`src/isa_pkg.sv`:
```
// ---------------------------------------------------------------------------
// Integer datapath definitions shared by the ALU and the testbench model.
// Shifts use the low log2(XLEN) bits of the second operand.
// slt, blt and bge compare as signed two's complement.
// ---------------------------------------------------------------------------
package isa_pkg;

    localparam int XLEN = 32;
    localparam int SHAMT_W = $clog2(XLEN);

    typedef logic [XLEN-1:0] word_t;

    typedef enum logic [2:0] {
        op_add, op_sub, op_and, op_or, op_xor, op_sll, op_srl, op_slt
    } alu_op_t;

    // nb marks a non-branch instruction
    typedef enum logic [2:0] {
        nb, beq, bne, blt, bge
    } branch_type_t;

    function automatic word_t alu_eval(alu_op_t op, word_t a, word_t b);
        word_t r;
        case (op)
            op_add:  r = a + b;
            op_sub:  r = a - b;
            op_and:  r = a & b;
            op_or:   r = a | b;
            op_xor:  r = a ^ b;
            op_sll:  r = a << b[SHAMT_W-1:0];
            op_srl:  r = a >> b[SHAMT_W-1:0];
            op_slt:  r = {{(XLEN-1){1'b0}}, ($signed(a) < $signed(b))};
            default: r = '0;
        endcase
        return r;
    endfunction

    function automatic logic branch_eval(branch_type_t bt, word_t a, word_t b);
        logic taken;
        case (bt)
            beq:     taken = (a == b);
            bne:     taken = (a != b);
            blt:     taken = ($signed(a) < $signed(b));
            bge:     taken = ($signed(a) >= $signed(b));
            default: taken = 1'b0;
        endcase
        return taken;
    endfunction

endpackage
```
`src/rs_pkg.sv`:
```
// ---------------------------------------------------------------------------
// Reservation station, selector view and CDB packet layouts.
// A ROB tag of zero means the operand already holds its value.
// ---------------------------------------------------------------------------
package rs_pkg;

    import isa_pkg::*;

    localparam int ROB_TAG_W = 4;

    typedef logic [ROB_TAG_W-1:0] rob_tag_t;

    // Contents of one station as written by the issue stage
    typedef struct packed {
        rob_tag_t     q_j;
        rob_tag_t     q_k;
        word_t        v_j;
        word_t        v_k;
        logic         load;
        rob_tag_t     rob_entry;
        alu_op_t      alu_op;
        branch_type_t branch_type;
        logic         busy;
    } rs_data_t;

    // What the selector and the ALU see from a station
    typedef struct packed {
        logic         valid_operands;
        alu_op_t      alu_op;
        rob_tag_t     rob_entry;
        branch_type_t branch_type;
        word_t        rs1;
        word_t        rs2;
        logic         load;
    } rs_out_t;

    // One broadcast on the common data bus
    typedef struct packed {
        logic     valid;
        rob_tag_t dest_rob_entry;
        word_t    result;
        // Load address only, not a value to capture
        logic     load_step1;
        logic     branch_taken;
    } cdb_packet_t;

endpackage

```
`src/rs_core_top.sv`:
```
// ---------------------------------------------------------------------------
// Issue-to-execute slice: station bank, selector and one ALU.
// The ALU result is looped back to the stations as the CDB.
// ---------------------------------------------------------------------------
`timescale 1ns/1ps

module rs_core_top
    import rs_pkg::*;
#(
    parameter int NUM_RS = 4
) (
    input  logic              clk,
    input  logic              reset,
    input  logic              mispredicted,
    input  logic              stall,
    input  logic              valid_packet,
    input  logic [2:0]        rs_dest,
    input  rs_data_t          d,
    output logic [NUM_RS-1:0] busy_bus,
    output cdb_packet_t       cdb
);

    rs_out_t           rs_out [NUM_RS];
    logic [NUM_RS-1:0] consumed_bus;
    logic              exec_valid;
    rs_out_t           exec_entry;

    rs_bank #(
        .NUM_RS (NUM_RS)
    ) u_rs_bank (
        .clk          (clk),
        .reset        (reset),
        .mispredicted (mispredicted),
        .stall        (stall),
        .valid_packet (valid_packet),
        .rs_dest      (rs_dest),
        .d            (d),
        .cdb          (cdb),
        .consumed_bus (consumed_bus),
        .busy_bus     (busy_bus),
        .rs_out       (rs_out)
    );

    rs_select #(
        .NUM_RS (NUM_RS)
    ) u_rs_select (
        .mispredicted (mispredicted),
        .rs_out       (rs_out),
        .consumed_bus (consumed_bus),
        .exec_valid   (exec_valid),
        .exec_entry   (exec_entry)
    );

    alu_unit u_alu_unit (
        .clk        (clk),
        .reset      (reset),
        .exec_valid (exec_valid),
        .exec_entry (exec_entry),
        .cdb        (cdb)
    );

endmodule

```
`src/alu_unit.sv`:
```
// ---------------------------------------------------------------------------
// Single-cycle integer ALU with a registered CDB output, one entry per cycle.
// Loads only produce their address (load_step1), branches only a taken flag.
// ---------------------------------------------------------------------------
`timescale 1ns/1ps

module alu_unit
    import isa_pkg::*, rs_pkg::*;
(
    input  logic        clk,
    input  logic        reset,
    input  logic        exec_valid,
    input  rs_out_t     exec_entry,
    output cdb_packet_t cdb
);

    cdb_packet_t next_pkt;
    cdb_packet_t pkt_q;
    logic        valid_q;

    // Result for the entry dispatched this cycle
    always_comb begin
        next_pkt                = '0;
        next_pkt.valid          = exec_valid;
        next_pkt.dest_rob_entry = exec_entry.rob_entry;
        if (exec_entry.load) begin
            // Address generation, memory access happens elsewhere
            next_pkt.result     = exec_entry.rs1 + exec_entry.rs2;
            next_pkt.load_step1 = 1'b1;
        end else if (exec_entry.branch_type != nb) begin
            next_pkt.branch_taken = branch_eval(exec_entry.branch_type,
                                                exec_entry.rs1, exec_entry.rs2);
        end else begin
            next_pkt.result = alu_eval(exec_entry.alu_op,
                                       exec_entry.rs1, exec_entry.rs2);
        end
    end

    always_ff @(posedge clk) begin
        if (reset) begin
            valid_q <= 1'b0;
        end else begin
            valid_q <= exec_valid;
        end
    end

    // Payload only loads on dispatch
    always_ff @(posedge clk) begin
        if (exec_valid) begin
            pkt_q <= next_pkt;
        end
    end

    always_comb begin
        cdb       = pkt_q;
        cdb.valid = valid_q;
    end

endmodule

```
`src/rs_select.sv`:
```
// ---------------------------------------------------------------------------
// Fixed-priority selector, lowest station index wins. Purely combinational.
// Nothing is dispatched while mispredicted is high.
// ---------------------------------------------------------------------------
`timescale 1ns/1ps

module rs_select
    import rs_pkg::*;
#(
    parameter int NUM_RS = 4
) (
    input  logic              mispredicted,
    input  rs_out_t           rs_out [NUM_RS],
    output logic [NUM_RS-1:0] consumed_bus,
    output logic              exec_valid,
    output rs_out_t           exec_entry
);

    logic [NUM_RS-1:0] ready;

    always_comb begin
        for (int i = 0; i < NUM_RS; i++) begin
            ready[i] = rs_out[i].valid_operands;
        end
    end

    always_comb begin
        consumed_bus = '0;
        exec_valid   = 1'b0;
        exec_entry   = '0;
        if (!mispredicted) begin
            // Walk from the top down so the lowest ready index is kept
            for (int i = NUM_RS - 1; i >= 0; i--) begin
                if (ready[i]) begin
                    consumed_bus    = '0;
                    consumed_bus[i] = 1'b1;
                    exec_valid      = 1'b1;
                    exec_entry      = rs_out[i];
                end
            end
        end
    end

endmodule

```
`src/rs_bank.sv`:
```
// ---------------------------------------------------------------------------
// Bank of NUM_RS stations (NUM_RS at most 8). Issue indices at or above
// NUM_RS write nothing. The issuer must only target free stations.
// ---------------------------------------------------------------------------
`timescale 1ns/1ps

module rs_bank
    import rs_pkg::*;
#(
    parameter int NUM_RS = 4
) (
    input  logic              clk,
    input  logic              reset,
    input  logic              mispredicted,
    input  logic              stall,
    input  logic              valid_packet,
    input  logic [2:0]        rs_dest,
    input  rs_data_t          d,
    input  cdb_packet_t       cdb,
    input  logic [NUM_RS-1:0] consumed_bus,
    output logic [NUM_RS-1:0] busy_bus,
    output rs_out_t           rs_out [NUM_RS]
);

    logic              issue_en;
    logic [NUM_RS-1:0] wr_en;
    logic [NUM_RS-1:0] clear;

    assign issue_en = valid_packet && !stall;

    for (genvar i = 0; i < NUM_RS; i++) begin : g_station
        // One-hot write decode of the issue index
        assign wr_en[i] = issue_en && (rs_dest == 3'(i));

        // Flush empties every station, dispatch empties just the chosen one
        assign clear[i] = mispredicted || consumed_bus[i];

        rs_entry u_rs_entry (
            .clk   (clk),
            .reset (reset),
            .clear (clear[i]),
            .wr_en (wr_en[i]),
            .d     (d),
            .cdb   (cdb),
            .busy  (busy_bus[i]),
            .out   (rs_out[i])
        );
    end

endmodule

```
`src/rs_entry.sv`:
```
// ---------------------------------------------------------------------------
// Single reservation station. clear has priority over wr_en, which has
// priority over CDB capture in the same edge.
// Load address broadcasts (load_step1) are never captured.
// ---------------------------------------------------------------------------
`timescale 1ns/1ps

module rs_entry
    import isa_pkg::*, rs_pkg::*;
(
    input  logic        clk,
    input  logic        reset,
    input  logic        clear,
    input  logic        wr_en,
    input  rs_data_t    d,
    input  cdb_packet_t cdb,
    output logic        busy,
    output rs_out_t     out
);

    localparam rs_data_t empty_entry = '{
        q_j:         '0,
        q_k:         '0,
        v_j:         '0,
        v_k:         '0,
        load:        1'b0,
        rob_entry:   '0,
        alu_op:      op_add,
        branch_type: nb,
        busy:        1'b0
    };

    rs_data_t q;
    logic     cdb_usable;
    logic     hit_j;
    logic     hit_k;

    // Only real results are forwarded to waiting operands
    assign cdb_usable = cdb.valid && !cdb.load_step1;
    assign hit_j = cdb_usable && (q.q_j != '0) && (cdb.dest_rob_entry == q.q_j);
    assign hit_k = cdb_usable && (q.q_k != '0) && (cdb.dest_rob_entry == q.q_k);

    always_ff @(posedge clk) begin
        if (reset || clear) begin
            q <= empty_entry;
        end else if (wr_en) begin
            q <= d;
        end else begin
            if (hit_j) begin
                q.q_j <= '0;
                q.v_j <= cdb.result;
            end
            if (hit_k) begin
                q.q_k <= '0;
                q.v_k <= cdb.result;
            end
        end
    end

    always_comb begin
        busy = q.busy;
        // Ready once both tags resolved and the entry owns a ROB slot
        out.valid_operands = q.busy && (q.q_j == '0) && (q.q_k == '0)
                             && (q.rob_entry != '0);
        out.alu_op      = q.alu_op;
        out.rob_entry   = q.rob_entry;
        out.branch_type = q.branch_type;
        out.rs1         = q.v_j;
        out.rs2         = q.v_k;
        out.load        = q.load;
    end

endmodule

```
`config.mk`:
```
export PLATFORM = sky130hd
export DESIGN_NAME = rs_core_top
export DESIGN_NICKNAME = d
export VERILOG_FILES = /design/src/isa_pkg.sv /design/src/rs_pkg.sv /design/src/rs_core_top.sv /design/src/alu_unit.sv /design/src/rs_select.sv /design/src/rs_bank.sv /design/src/rs_entry.sv
export SDC_FILE = /design/constraint.sdc
export NUM_CORES = 2
export LEC_CHECK = 0
export BUFFER_PORTS_ARGS = -buffer_cell sky130_fd_sc_hd__buf_2
export CORE_MARGIN = 1
export CORE_UTILIZATION = 38
export DETAILED_ROUTE_END_ITERATION = 12
export SYNTH_ARGS = -nofsm -noshare
export SYNTH_HDL_FRONTEND = slang
export SYNTH_SLANG_ARGS = --single-unit
```
`constraint.sdc`:
```
create_clock -name clk -period 6.2 [get_ports clk]
set_input_delay 0.62 -clock clk [delete_from_list [all_inputs] [get_ports clk]]
set_output_delay 0.62 -clock clk [all_outputs]
set_load 0.02 [all_outputs]
```
== Yosys cells after proc, flatten, opt, wreduce, memory -nomap -nowiden ==
Index checks and enable logic that the tools add are counted.
Cells by class
  add/subtract/negate cells: 2
  $lt $le $gt $ge: 2
  equal/unequal tests: 24
  shift operators: 2
  mux-type cells: 40
  bitwise logic cells: 4
  reduce and logical (&&, ||, !) cells: 76
Operators by type and width (number)
  $mux W75: 5
  $mux W32: 10
  $mux W72: 4
  $pmux W32 S8: 1
  $mux W4: 13
  $reduce_bool A4 Y1: 12
  $logic_and A1 B1 Y1: 34
  $add A32 B32 Y32: 1
  $and A32 B32 Y32: 1
  $eq A32 B32 Y1: 1
  $eq A4 B4 Y1: 8
  $ge A32 B32 Y1: 1
  $logic_not A4 Y1: 8
  $lt A32 B32 Y1: 1
  $ne A32 B32 Y1: 1
  $or A32 B32 Y32: 1
  $shl A32 B5 Y32: 1
  $shr A32 B5 Y32: 1
  $sub A32 B32 Y32: 1
  $xor A32 B32 Y32: 1
  $eq A3 B2 Y1 const B: 6
  $reduce_bool A2 Y1: 8
  $eq A3 B3 Y1 const B: 5
  $eq A3 B1 Y1 const B: 3
  8 further kinds: 22
Word-level totals
  bits in registers: 375
  input bits: 92
  output and inout bits: 43
  word-level logic and storage cells: 191

== Longest topological paths before layout ==
  depth after elaboration: 13
  mapped depth: 24
  depth with buffers taken out: 20

== Hierarchy ==
A second synthesis with hierarchy kept.
Second synthesis, totals
  cell total of the unflattened synthesis: 3645
  area total of the unflattened synthesis: 30701.9 µm²
Modules (own cells, without submodules)
  rs_entry: instances 4, cells each 492, area each 4635.7 µm², sequential area each 1681.6 µm²
  alu_unit: instances 1, cells each 1380, area each 10105.9 µm², sequential area each 1161.1 µm²
  rs_select: instances 1, cells each 288, area each 1978.1 µm², sequential area each 0.0 µm²
  rs_bank: instances 1, cells each 9, area each 75.1 µm², sequential area each 0.0 µm²

== Worst setup path before layout ==
No wires, ideal clock.
  kind: reg-to-reg
  start point: reg u_rs_bank.g_station[0].u_rs_entry.q[83] (netlist name)
  end point: reg u_alu_unit.pkt_q (netlist bit u_alu_unit.cdb[32]) (data pin)
  setup time: 0.275 ns
  arrival time: 5.583 ns
  required time: 5.925 ns
  path slack: 0.342 ns
  cell stages (with the launch flop): 23
  path buffers: 6
  period minus slack after synthesis: 5.858 ns
  cells stage by stage: dfxtp_1 -> nor3_1 -> and4_1 -> buf_2 -> buf_2 -> clkbuf_1 -> clkbuf_1 -> buf_1 -> a21oi_1 -> or2_2 -> ha_1 -> clkbuf_1 -> inv_1 -> a221oi_1 -> nor3_1 -> a311oi_1 -> a211oi_1 -> or3b_1 -> and3_1 -> or3_1 -> and4_1 -> nor4_1 -> o221ai_1
RTL lines
  from (decl): RTL line rs_entry.sv:33  | rs_data_t q;
  from (signal assigned): RTL line rs_entry.sv:45  | q <= empty_entry;
  to (signal assigned): RTL line alu_unit.sv:50  | pkt_q <= next_pkt;
  to (decl): RTL line alu_unit.sv:18  | cdb_packet_t pkt_q;

==> flow_summary_export.csv <==
group,metric,value,unit
run_status,status,"completed",
clock_network,htreeDepth,2,
yosys,ys_seq_area_frac,0.278,
timing,slew_headroom,0.172,
yosys,synthTopCellsByCount,"nor2_1 (457), mux2i_1 (379), dfxtp_1 (337)",
timing,setup_violations,0,
yosys,yosys.area_share.simple,0.202,
floorplanning,dieWidth,275,um
yosys,synth_ff_type,"dfxtp_1",
layout,fin_util,0.433,
hold_path,min_path_type,"primary input to flip-flop",
yosys,yosysMostFrequentCell,"nor2_1",
layout,drive_gt1_frac,0.144,
route,wl_met2,56300,um
floorplanning,core_area,73500,sq um
timing,tns,0,ps
clock_network,clk_pin_slew,70,ps
timing,fmax,163,MHz
global_route,track_usage,0.342,
route,routed_wl,134000,um
yosys,synth_edf_count,38,
critical_path,cp_data_required_time,6620,ps
yosys,syn_inst,3618,
yosys,yosys_register_bits,375,
power,p_total,5.38,mW
yosys,yosysTopAreaCell,"dfxtp_1",
floorplanning,dieArea,75900,sq um
timing,rsz0062_at_grt,"no",
yosys,syn-cell-area,28400,sq um
timing,period_minus_slack,6140,ps
clock_network,cts-root-buf,"clkbuf_16",
critical_path,path_max_fanout,14,
hold_path,hold_start,"reset",
route,wl_per_cell,29.0,um
timing,worst_slew_pin_slew,1240,ps
clock_network,post-cts-setup-buffers,0,
yosys,syn_nets,3809,
layout,final_nets,3800,
power,p_leak,13.4,nW
floorplanning,initial_core_util,0.387,
critical_path,cp.arrival,6560,ps
route,dr_wl_met3,15000,um
clock_network,cts_resized,0,
timing,hold_slack,222,ps
yosys,synthMuxAreaShare,0.151,
place,gp_congestion,1.07,
place,dpl.hpwl,94900,um
clock_network,holdBufCountCts,0,
floorplanning,rows,99,
clock_network,cts_tree,"built",
floorplanning,die_h,275,um
global_route,grt_overflow,0,
global_route,grt_pass1_wl,193000,um
timing,hold_violations,0,
route,drt_first_pass_iters,6,
route,top_layer,"met5",
clock_network,cts_buffers,42,
power,powerDensity,169,nW/um^2
critical_path,reg2reg_from,"u_rs_bank.g_station[1].u_rs_entry.q[79]",
yosys,synth.area.top_cells,"dfxtp_1 (24%), mux2i_1 (13%), a211oi_1 (7.6%)",
place,pre_cts_ws,188,ps
timing,fin_crit_sh,0.991,
route,antenna_left,0,
critical_path,crit_type,"flip-flop to flip-flop",
clock_network,clock_path_buffers,3,
global_route,antenna_found_initial,9,
yosys,synth-xor-area-share,0.0179,
power,ir_worst_vdd,0.165,mV
layout,syn_to_final_growth,12.0,%
timing,final_max_slew_viol_count,0,
yosys,yosysWarningCount,0,
route,drt-initial-drc-count,4124,
yosys,syn_area_per_cell,7.85,sq um
critical_path,crit_path_end_kind,"flip-flop",
place,portBuffers,134,
timing,setup_ws,58.8,ps
global_route,grt_pass1_vias,27400,
critical_path,cp-startpoint,"u_rs_bank.g_station[1].u_rs_entry.q[79]",
yosys,synth_top_family_by_area,"compound AO/OA/AOI/OAI gates",
job,cap_violations,0,
route,wl_met1,55400,um
route,drc,0,
yosys,synth_compound_area_frac,0.240,
global_route,grt_max_degree,92,
clock_network,clk_latency,600,ps
clock_network,clkSinkCount,375,
yosys,synthAdderAreaFrac,0.0441,
yosys,async_flop_share,0,
yosys,synthDistinctLibCells,100,
critical_path,worst_setup_path_start_kind,"flip-flop",
route,via_count,30000,
timing,finalClockSkew,31.9,ps
floorplanning,ios,135,
yosys,synth_top_area_frac,0.237,
route,viasPerCell,6.52,
-- where the power goes --
group | total, mW | internal (mW) | leakage (nW) | switching, mW
combinational | 0.233 | 0.0555 | 9.64 | 0.177
sequential | 2.47 | 2.46 | 3.07 | 0.0106
clock | 2.67 | 1.54 | 0.716 | 1.13
total | 5.38 | 4.06 | 13.4 | 1.32
-- metrics by stage --
step,instances,area (sq um)
global route,4602,31800
global placement,4524,30300
detailed placement,4524,30300
floorplan,3618,28400
CTS,4600,31800
finish,4606,31800
-- cell families (layout without fill, tap and decap cells) --
group	count (synthesis)	after routing
AOI/OAI and AO/OA	997	997
adders and majority gates	99	99
other	0	6
xor gates and xnor gates	58	58
muxes	418	418
buffers and inverters	457	480
and+or+nand+nor	1214	1214
DFF	375	375
-- worst max-delay path: stages, from the launching register on --
cell	delay [ps]
dfxtp_1	320
or3_1	520
or4_4	630
nand3_4	270
o221ai_2	190
inv_1	140
ha_1	240
inv_1	80
fa_1	470
nand3_1	200
a21oi_1	150
nor4b_1	380
o21ai_0	270
o311a_1	400
o31ai_1	300
buf_4	190
o22ai_1	180
o41ai_1	540
a41o_1	280
nor2_1	50
o221ai_1	140
-- worst paths after layout --
path,endpoint,slack (ps),depth (start not counted)
setup / recovery,u_alu_unit.cdb[32],60,20
hold reg to reg,u_rs_bank.g_station[3].u_rs_entry.out[72],450,2
hold / removal,u_alu_unit.valid_q,220,2
setup reg to reg,u_alu_unit.cdb[32],60,20
-- flip-flops by register name (all words and copies together) (netlist names) --
name                                 flops
u_rs_bank.g_station.u_rs_entry.out     300
u_alu_unit.cdb                          38
u_rs_bank.g_station.u_rs_entry.busy      4
u_alu_unit.valid_q                       1
u_rs_bank.g_station.u_rs_entry.q        32
-- routing by layer --
metal,vias up,global-route usage
li1,13300,-
met1,14500,0.468
met2,1933,0.512
met3,329,0.0719
met4,4,0.156
met5,-,0
-- placed cells by master, fill, tap and decap left out, types with 84 or more instances in the layout --
cell,instances
dfxtp_1,337
nor2_1,456
a211oi_1,286
inv_1,84
ha_1,96
buf_4,172
buf_2,134
nand2_1,322
mux2i_1,379
nand3_1,98
o21ai_0,132
a21oi_1,258
-- final cells by class --
type,instances,area (sq um)
inverters,91,347
well taps,959,1200
clock inverters,14,141
fillers,7450,41600
repair buffers,313,2100
clock buffers,62,1300
diodes,6,15.0
flip-flops and latches,375,7890
multi-input cells,2786,18800
(Power assumes the default switching activity.)
